<file path="config.mk">
export PLATFORM = sky130hd
export DESIGN_NAME = uart_io_top
export DESIGN_NICKNAME = d
export VERILOG_FILES = /design/src/hdl/uart_io_pkg.sv /design/src/hdl/port_decode.sv /design/src/hdl/port_regs.sv /design/src/hdl/uart_io_top.sv /design/src/hdl/uart_rx.sv /design/src/hdl/uart_tx.sv
export SDC_FILE = /design/constraint.sdc
export NUM_CORES = 1
export LEC_CHECK = 0
export BUFFER_PORTS_ARGS = -buffer_cell sky130_fd_sc_hd__buf_2
export CORE_MARGIN = 3
export CORE_UTILIZATION = 30
export DETAILED_ROUTE_END_ITERATION = 10
export HOLD_SLACK_MARGIN = 0.1
export PLACE_DENSITY = 0.51
export SETUP_SLACK_MARGIN = 0.02
export SYNTH_ARGS = -nofsm -noshare
export SYNTH_HDL_FRONTEND = slang
export SYNTH_SLANG_ARGS = --single-unit
</file>
<file path="constraint.sdc">
create_clock -name clk -period 2.4 [get_ports clk]
set_clock_uncertainty 0.2 [all_clocks]
set_input_delay 0 -clock clk [delete_from_list [all_inputs] [get_ports clk]]
set_output_delay 0 -clock clk [all_outputs]
set_load 0.03 [all_outputs]
</file>
<file path="src/hdl/uart_io_pkg.sv">
package uart_io_pkg;

	// bus and serial payload
	typedef logic [7:0] byte_t;
	// port number on the bus
	typedef logic [7:0] port_addr_t;
	// sticky interrupt register
	typedef logic [7:0] irq_flags_t;

	// irq bit positions, unlisted bits stay 0
	localparam int IRQ_RX = 0;
	localparam int IRQ_TX = 1;
	localparam int IRQ_EXT = 3;

	// port map
	// write sends, read returns received byte
	localparam port_addr_t PORT_UART = 8'h00;
	// write clears flags, read returns them
	localparam port_addr_t PORT_IRQ = 8'h03;
	// bit 0 is tx busy
	localparam port_addr_t PORT_STATUS = 8'h07;
	// external bus window
	localparam port_addr_t PORT_EXT_LO = 8'h10;
	localparam port_addr_t PORT_EXT_HI = 8'h7f;

	// unmapped ports read as all ones
	localparam byte_t NO_DATA = 8'hff;

	// decoded bus access, stage one to stage two
	typedef struct packed {
		logic wr_tx;
		logic irq_clear;
		logic rx_ack;
		logic sel_rx;
		logic sel_irq;
		logic sel_status;
		logic sel_ext;
		byte_t wr_data;
	} port_req_t;

	typedef enum logic [1:0] {RX_IDLE, RX_SHIFT, RX_DONE} rx_state_t;
	typedef enum logic {TX_IDLE, TX_SHIFT} tx_state_t;

endpackage

</file>
<file path="src/hdl/port_decode.sv">
`timescale 1ns/1ns

module port_decode (
	input logic clk,
	input logic interrupt_rst,
	input uart_io_pkg::port_addr_t port_id,
	input logic write_strobe,
	input logic read_strobe,
	input uart_io_pkg::byte_t out_port,
	output uart_io_pkg::port_req_t port_req
);
	import uart_io_pkg::*;

	// raw address matches
	logic hit_uart;
	logic hit_irq;
	logic hit_status;
	logic hit_ext;
	port_req_t req_next;

	assign hit_uart = (port_id == PORT_UART);
	assign hit_irq = (port_id == PORT_IRQ);
	assign hit_status = (port_id == PORT_STATUS);
	// external window includes both ends
	assign hit_ext = (port_id >= PORT_EXT_LO) && (port_id <= PORT_EXT_HI);

	always_comb begin
		req_next = '0;
		// write effects need the strobe
		req_next.wr_tx = write_strobe && hit_uart;
		req_next.irq_clear = write_strobe && hit_irq;
		// reading the uart port consumes the byte
		req_next.rx_ack = read_strobe && hit_uart;
		// read selects are address only
		req_next.sel_rx = hit_uart;
		req_next.sel_irq = hit_irq;
		req_next.sel_status = hit_status;
		req_next.sel_ext = hit_ext;
		req_next.wr_data = out_port;
	end

	// one request per clock into stage two
	always_ff @(posedge clk) begin
		if (interrupt_rst) begin
			port_req <= '0;
		end else begin
			port_req <= req_next;
		end
	end

	// two write targets never in one request
	assert property (@(posedge clk) disable iff (interrupt_rst)
		!(port_req.wr_tx && port_req.irq_clear));

endmodule

</file>
<file path="src/hdl/port_regs.sv">
`timescale 1ns/1ns

module port_regs (
	input logic clk,
	input logic interrupt_rst,
	input uart_io_pkg::port_req_t port_req,
	input uart_io_pkg::byte_t ext_data_in,
	input uart_io_pkg::byte_t rx_byte,
	input logic rx_valid,
	input logic tx_done,
	input logic ext_int,
	output logic tx_start,
	output uart_io_pkg::byte_t tx_byte,
	output uart_io_pkg::byte_t in_port,
	output logic interrupt
);
	import uart_io_pkg::*;

	byte_t rx_hold;
	logic rx_ready;
	logic tx_busy;
	logic tx_accept;
	irq_flags_t irq_flags;
	byte_t read_data;

	// one-byte receive holding register
	// a new byte overwrites an unread one
	always_ff @(posedge clk) begin
		if (rx_valid) begin
			rx_hold <= rx_byte;
		end
	end

	// ready latch, new byte beats the ack
	always_ff @(posedge clk) begin
		if (interrupt_rst) begin
			rx_ready <= 1'b0;
		end else if (rx_valid) begin
			rx_ready <= 1'b1;
		end else if (port_req.rx_ack) begin
			rx_ready <= 1'b0;
		end
	end

	// writes during a frame are dropped
	assign tx_accept = port_req.wr_tx && !tx_busy;

	// launch pulse and busy flag
	always_ff @(posedge clk) begin
		if (interrupt_rst) begin
			tx_start <= 1'b0;
			tx_busy <= 1'b0;
		end else begin
			tx_start <= tx_accept;
			if (tx_accept) begin
				tx_busy <= 1'b1;
			end else if (tx_done) begin
				tx_busy <= 1'b0;
			end
		end
	end

	// byte handed to the transmitter
	always_ff @(posedge clk) begin
		if (tx_accept) begin
			tx_byte <= port_req.wr_data;
		end
	end

	// sticky flags, port clear wins
	always_ff @(posedge clk) begin
		if (interrupt_rst || port_req.irq_clear) begin
			irq_flags <= '0;
		end else begin
			if (rx_ready) begin
				irq_flags[IRQ_RX] <= 1'b1;
			end
			if (tx_done) begin
				irq_flags[IRQ_TX] <= 1'b1;
			end
			if (ext_int) begin
				irq_flags[IRQ_EXT] <= 1'b1;
			end
		end
	end

	// interrupt line to the core
	always_ff @(posedge clk) begin
		if (interrupt_rst) begin
			interrupt <= 1'b0;
		end else begin
			interrupt <= |irq_flags[5:0];
		end
	end

	// read mux, selects are one-hot by address
	always_comb begin
		read_data = NO_DATA;
		if (port_req.sel_rx) begin
			read_data = rx_hold;
		end else if (port_req.sel_irq) begin
			read_data = irq_flags;
		end else if (port_req.sel_status) begin
			read_data = {7'b0, tx_busy};
		end else if (port_req.sel_ext) begin
			// external data taken live here
			read_data = ext_data_in;
		end
	end

	always_ff @(posedge clk) begin
		if (interrupt_rst) begin
			in_port <= NO_DATA;
		end else begin
			in_port <= read_data;
		end
	end

	// launch only from an idle transmitter
	assert property (@(posedge clk) disable iff (interrupt_rst)
		tx_start |-> !$past(tx_busy));

	// the transmitter only finishes frames started here
	assert property (@(posedge clk) disable iff (interrupt_rst)
		tx_done |-> tx_busy);

endmodule

</file>
<file path="src/hdl/uart_io_top.sv">
`timescale 1ns/1ns

module uart_io_top #(
	parameter int clk_freq = 50_000_000,
	parameter int baud_rate = 115_200
) (
	input logic clk,
	input logic interrupt_rst,
	input uart_io_pkg::port_addr_t port_id,
	input logic write_strobe,
	input logic read_strobe,
	input uart_io_pkg::byte_t out_port,
	input uart_io_pkg::byte_t ext_data_in,
	input logic serial_in,
	input logic ext_int,
	output uart_io_pkg::byte_t in_port,
	output logic serial_out,
	output logic interrupt
);
	import uart_io_pkg::*;

	// stage one to stage two
	port_req_t port_req;
	// register block to and from the uarts
	logic tx_start;
	byte_t tx_byte;
	logic tx_done;
	byte_t rx_byte;
	logic rx_valid;

	port_decode port_decode_i (.clk(clk), .interrupt_rst(interrupt_rst), .port_id(port_id),
		.write_strobe(write_strobe), .read_strobe(read_strobe), .out_port(out_port),
		.port_req(port_req));

	port_regs port_regs_i (.clk(clk), .interrupt_rst(interrupt_rst), .port_req(port_req),
		.ext_data_in(ext_data_in), .rx_byte(rx_byte), .rx_valid(rx_valid),
		.tx_done(tx_done), .ext_int(ext_int), .tx_start(tx_start), .tx_byte(tx_byte),
		.in_port(in_port), .interrupt(interrupt));

	uart_rx #(.clk_freq(clk_freq), .baud_rate(baud_rate)) uart_rx_i (.clk(clk),
		.interrupt_rst(interrupt_rst), .serial_in(serial_in), .rx_byte(rx_byte),
		.rx_valid(rx_valid));

	uart_tx #(.clk_freq(clk_freq), .baud_rate(baud_rate)) uart_tx_i (.clk(clk),
		.interrupt_rst(interrupt_rst), .tx_start(tx_start), .tx_byte(tx_byte),
		.serial_out(serial_out), .tx_done(tx_done));

endmodule

</file>
<file path="src/hdl/uart_rx.sv">
`timescale 1ns/1ns

module uart_rx #(
	parameter int clk_freq = 50_000_000,
	parameter int baud_rate = 115_200
) (
	input logic clk,
	input logic interrupt_rst,
	input logic serial_in,
	output uart_io_pkg::byte_t rx_byte,
	output logic rx_valid
);
	import uart_io_pkg::*;

	// clocks per bit
	localparam int BIT_CYCLES = clk_freq / baud_rate;
	localparam int CNT_W = $clog2(BIT_CYCLES);
	typedef logic [CNT_W-1:0] count_t;
	// half a bit to the start bit middle
	localparam count_t HALF_LOAD = count_t'(BIT_CYCLES / 2 - 1);
	localparam count_t BIT_LOAD = count_t'(BIT_CYCLES - 1);
	// index 0 start, 1..8 data, 9 stop
	localparam logic [3:0] STOP_IDX = 4'd9;

	rx_state_t state;
	count_t cnt;
	logic [3:0] bit_idx;
	logic rx_meta;
	logic rx_sync;
	logic rx_prev;
	logic start_edge;
	logic bit_tick;

	// two-flop synchroniser, extra stage for edge detect
	// idle line is high
	always_ff @(posedge clk) begin
		if (interrupt_rst) begin
			rx_meta <= 1'b1;
			rx_sync <= 1'b1;
			rx_prev <= 1'b1;
		end else begin
			rx_meta <= serial_in;
			rx_sync <= rx_meta;
			rx_prev <= rx_sync;
		end
	end

	assign start_edge = rx_prev && !rx_sync;
	// mid-bit sample point
	assign bit_tick = (state == RX_SHIFT) && (cnt == '0);

	always_ff @(posedge clk) begin
		if (interrupt_rst) begin
			state <= RX_IDLE;
			cnt <= '0;
			bit_idx <= '0;
		end else begin
			case (state)
				RX_IDLE: begin
					cnt <= HALF_LOAD;
					bit_idx <= '0;
					if (start_edge) begin
						state <= RX_SHIFT;
					end
				end
				RX_SHIFT: begin
					if (!bit_tick) begin
						cnt <= cnt - 1'b1;
					end else begin
						cnt <= BIT_LOAD;
						bit_idx <= bit_idx + 1'b1;
						if (bit_idx == '0 && rx_sync) begin
							// glitch, start bit gone by its middle
							state <= RX_IDLE;
						end else if (bit_idx == STOP_IDX) begin
							// low stop bit drops the frame
							state <= rx_sync ? RX_DONE : RX_IDLE;
						end
					end
				end
				RX_DONE: state <= RX_IDLE;
				default: state <= RX_IDLE;
			endcase
		end
	end

	// data bits shift in lsb first
	always_ff @(posedge clk) begin
		if (bit_tick && bit_idx != '0 && bit_idx != STOP_IDX) begin
			rx_byte <= {rx_sync, rx_byte[7:1]};
		end
	end

	assign rx_valid = (state == RX_DONE);

	// single-cycle strobe per frame
	assert property (@(posedge clk) disable iff (interrupt_rst)
		rx_valid |=> !rx_valid);

endmodule

</file>
<file path="src/hdl/uart_tx.sv">
`timescale 1ns/1ns

module uart_tx #(
	parameter int clk_freq = 50_000_000,
	parameter int baud_rate = 115_200
) (
	input logic clk,
	input logic interrupt_rst,
	input logic tx_start,
	input uart_io_pkg::byte_t tx_byte,
	output logic serial_out,
	output logic tx_done
);
	import uart_io_pkg::*;

	// clocks per bit
	localparam int BIT_CYCLES = clk_freq / baud_rate;
	localparam int CNT_W = $clog2(BIT_CYCLES);
	typedef logic [CNT_W-1:0] count_t;
	localparam count_t BIT_LOAD = count_t'(BIT_CYCLES - 1);
	// stop bit is the tenth
	localparam logic [3:0] LAST_IDX = 4'd9;

	tx_state_t state;
	count_t cnt;
	logic [3:0] bit_idx;
	// frame shifter with bit 0 on the line
	logic [9:0] frame;
	logic bit_end;

	assign bit_end = (cnt == '0);
	assign serial_out = frame[0];

	always_ff @(posedge clk) begin
		if (interrupt_rst) begin
			state <= TX_IDLE;
			cnt <= '0;
			bit_idx <= '0;
			// line idles high
			frame <= '1;
			tx_done <= 1'b0;
		end else begin
			tx_done <= 1'b0;
			case (state)
				TX_IDLE: begin
					if (tx_start) begin
						// stop bit, data and start bit from msb down
						frame <= {1'b1, tx_byte, 1'b0};
						cnt <= BIT_LOAD;
						bit_idx <= '0;
						state <= TX_SHIFT;
					end
				end
				TX_SHIFT: begin
					if (!bit_end) begin
						cnt <= cnt - 1'b1;
					end else begin
						cnt <= BIT_LOAD;
						// ones fill in behind the frame
						frame <= {1'b1, frame[9:1]};
						bit_idx <= bit_idx + 1'b1;
						if (bit_idx == LAST_IDX) begin
							state <= TX_IDLE;
							tx_done <= 1'b1;
						end
					end
				end
				default: state <= TX_IDLE;
			endcase
		end
	end

	// idle line stays at the stop level
	assert property (@(posedge clk) disable iff (interrupt_rst)
		(state == TX_IDLE) |-> serial_out);

endmodule

</file>
==> results by group <==
Outcome
  • Status: finished clean

STA
  • Slew Limit Headroom: 56.6%
  • RSZ-0062 raised after global routing: false
  • Worst-Margin Slew: 0.650 ns
  • Max-slew violations: 0
  • Achievable frequency: between 0.4 and 0.5 GHz
  • Tmin final: around 2.1 ns
  • Post-route setup TNS: 0 ns
  • Final Cycle Share: 89.2%
  • Endpoints failing hold: 0
  • Endpoints failing setup: 0

Placement
  • GP Congestion: 0.782
  • DP Area: 4230 um^2
  • IO buf count: 39
  • HPWL after DPL: 5.10 mm
  • Placed Instances: 567

Synth
  • Synthesized flop and latch total: 96
  • Count leader, synth: dfxtp_1
  • Yosys warnings: 0
  • Syn nets: 403
  • Synth unique cells: 58
  • Top_reg_cell synth: dfxtp_1
  • Synthesized area: ~3800 um^2
  • Async set or reset register ratio after synthesis: 0%
  • Synth top area cells: dfxtp_1, edfxtp_1, a21oi_1
  • Yosys top cell by area: dfxtp_1
  • Syn_area_per_cell: 10.4 um^2
  • Post-synth EDFFs: 24
  • Seq/Total Area, Yosys: 56.6%
  • Top-area cell type share of the netlist area: about 38%
  • Synth cell count leaders: dfxtp_1, nor2_1, a21oi_1
  • Gate Count Post-Synth: 366

Global routing
  • Initial antenna violation count: 0
  • Vias in the first global route: 2846
  • GRT Total Usage: between 10% and 20%
  • First-pass GRT wire length: about 14 mm
  • Largest net degree at the start of global routing: 42
  • Grt total ovfl: 0

Final layout
  • Ant diodes: 0
  • Sequential Area: 2160 um^2
  • Post-route cell area: 4890 um^2
  • Layout area overhead: 28.0%
  • Final core occ: 40.0%
  • Final net count: 478
  • Fill count: 1226
  • Fraction of layout cells with a size suffix above 1: 18.6%
  • Final cell count without fillers: 614
  • Area of the multi-input gates: approximately 1600 um^2

CTS
  • Clock latency on the worst-skew pair: 0.34 ns
  • Num CTS Buffers: 9
  • Htree depth: 3
  • CTS sink cnt: 96
  • TritonCTS clock tree: done
  • Worst-path clk slew: ~0.07 ns
  • Max Buffers Root-to-Sink: 2
  • Clock root buffer: clkbuf_16

Drt
  • Vias post-DR: just under 3000
  • Post-route DRC: 0
  • Vias per cell: 4.70
  • Iteration-0 DRC Markers: 89
  • Drt first pass iters: 4
  • Detail-routed net length per standard cell: 12.9 um
  • WL final: 7.94 mm
  • Post-route ant nets: 0

Power and ir drop
  • Worst ir drop on vdd: ~0.40 mV
  • P per Cell Area: 720 nW/um^2
  • Power Total: 3.52 mW
  • P_leak: 1.78 nW

Critical path
  • Slowest CP cell: dlygate4sd3_1
  • Req. time, crit path: 2.48 ns
  • Maximum net fanout on the critical path: 41
  • Crit-path cells: dlygate4sd3_1 > clkbuf_4 > nor3_1 > nand2_1 > nor4_2 > and2_1 > dlygate4sd3_1
  • Nature of the critical path endpoint: register
  • Critical path launch point type: input pin
  • Crit path largest cell delay: between 0.5 and 0.6 ns
  • Worst path most repeated cell: dlygate4sd3_1
  • CP arrival: 2.23 ns
  • Worst setup path category: in2reg

Floorplan
  • Die width: 119 um
  • Starting Density: 31.3%
  • # IOs: 40
  • Core area: between 10000 and 15000 um^2
  • Die area: 14100 um^2
  • Row count: 40
  • Vertical die dimension: between 100 and 150 um

Worst hold path
  • Hold WC Path Type: in2reg

Flow run
  • Max Cap Viol: 0
[worst max-delay path: cells and delay by family]
family	cells	cell delay, ns
buffers and inverters	3	1.43
and+or+nand+nor	4	0.79
[flip-flops by register name (all words and copies together), names as in the netlist, 2 cells and up]
signal                  flops
uart_rx_i.bit_idx           4
port_regs_i.irq_flags       3
uart_tx_i.bit_idx           4
port_regs_i.tx_byte         8
uart_rx_i.cnt               9
uart_tx_i.frame             9
port_regs_i.rx_hold         8
port_regs_i.in_port         8
uart_tx_i.cnt               9
uart_rx_i.rx_byte           8
uart_rx_i.state             2
port_decode_i.port_req     15
[area by class of cell]
cell class | count | area share (%)
clock inverters | 6 | 2.35
repair buffers | 78 | 11.6
inverters | 13 | 0.998
multi-input cells | 243 | 31.8
well taps | 168 | 4.30
clock buffers | 10 | 4.68
flip-flops and latches | 96 | 44.2
[through the flow]
step | setup slack (ns) | hold slack [ns]
after global routing | 0.0884 | 0.209
after global placement | 0.455 | -0.0173
final | 0.259 | 0.197
after floorplan | 0.436 | -0.123
after CTS | 0.141 | 0.171
after detailed placement | 0.367 | -0.0161
[timing repair]
item / CTS / global route
setup buffers: 0 / 0
gates resized for setup: 0 / 2
endpoints found under the hold margin: 37 / 0
endpoints found under the setup margin: 0 / 4
hold buffers: 31 / 0
[final timing paths]
| path | startpoint | to | slack, ns | cells after the start |
|---|---|---|---|---|
| worst min register to register | port_decode_i.port_req[0] | port_regs_i.tx_byte[0] | 0.20 | 0 |
| worst max register to register | uart_rx_i.cnt[0] | uart_rx_i.state[0] | 0.38 | 6 |
| worst max-delay path | interrupt_rst | port_decode_i.port_req[12] | 0.26 | 7 |
| worst min-delay path | out_port[4] | port_decode_i.port_req[4] | 0.20 | 3 |
[cells by family (layout without fill, tap and decap cells)]
logic type	count (synthesis)	after routing	synth area share (%)
XOR/XNOR	4	4	0.918
flip-flops	96	96	56.6
buffers and inverters	27	107	2.78
adder cells (fa/ha/maj)	7	7	2.29
AND/OR/NAND/NOR	150	150	22.9
multiplexers	1	1	0.295
AO/OA/AOI/OAI	81	81	14.2
[report_power, final]
group	switching [mW]	internal, mW
Combinational	0.0899	0.0945
Sequential	0.0203	1.68
Clock	0.612	1.03
[cell usage in the layout, fill, tap and decap left out, types with 4 or more instances in the layout]
| cell type | synthesis | final |
|---|---|---|
| o21ai_0 | 9 | 9 |
| nor2b_1 | 13 | 13 |
| nor2_1 | 30 | 30 |
| ha_1 | 7 | 7 |
| and2_1 | 10 | 10 |
| dfxtp_1 | 72 | 72 |
| or2_2 | 6 | 6 |
| nand2_1 | 16 | 16 |
| dlygate4sd3_1 | 0 | 31 |
| nor3_1 | 24 | 24 |
| nand2b_1 | 14 | 14 |
| buf_4 | 1 | 8 |
| inv_1 | 12 | 12 |
| a221o_1 | 6 | 6 |
| edfxtp_1 | 24 | 24 |
| a21oi_1 | 29 | 29 |
| clkbuf_16 | 0 | 9 |
| a211oi_1 | 8 | 8 |
| nand3_1 | 7 | 7 |
| buf_2 | 0 | 38 |
| o211ai_1 | 4 | 4 |
[layer usage]
metal / up-vias / GRT usage (%) / part of all wire (%)
met5: - / 0 / 0
li1: 1472 / - / -
met2: 52 / 18.9 / 47
met1: 1350 / 15.9 / 47
met3: 9 / 2.37 / 3.6
met4: 0 / 5.43 / 1.8
(Power assumes the default switching activity.)
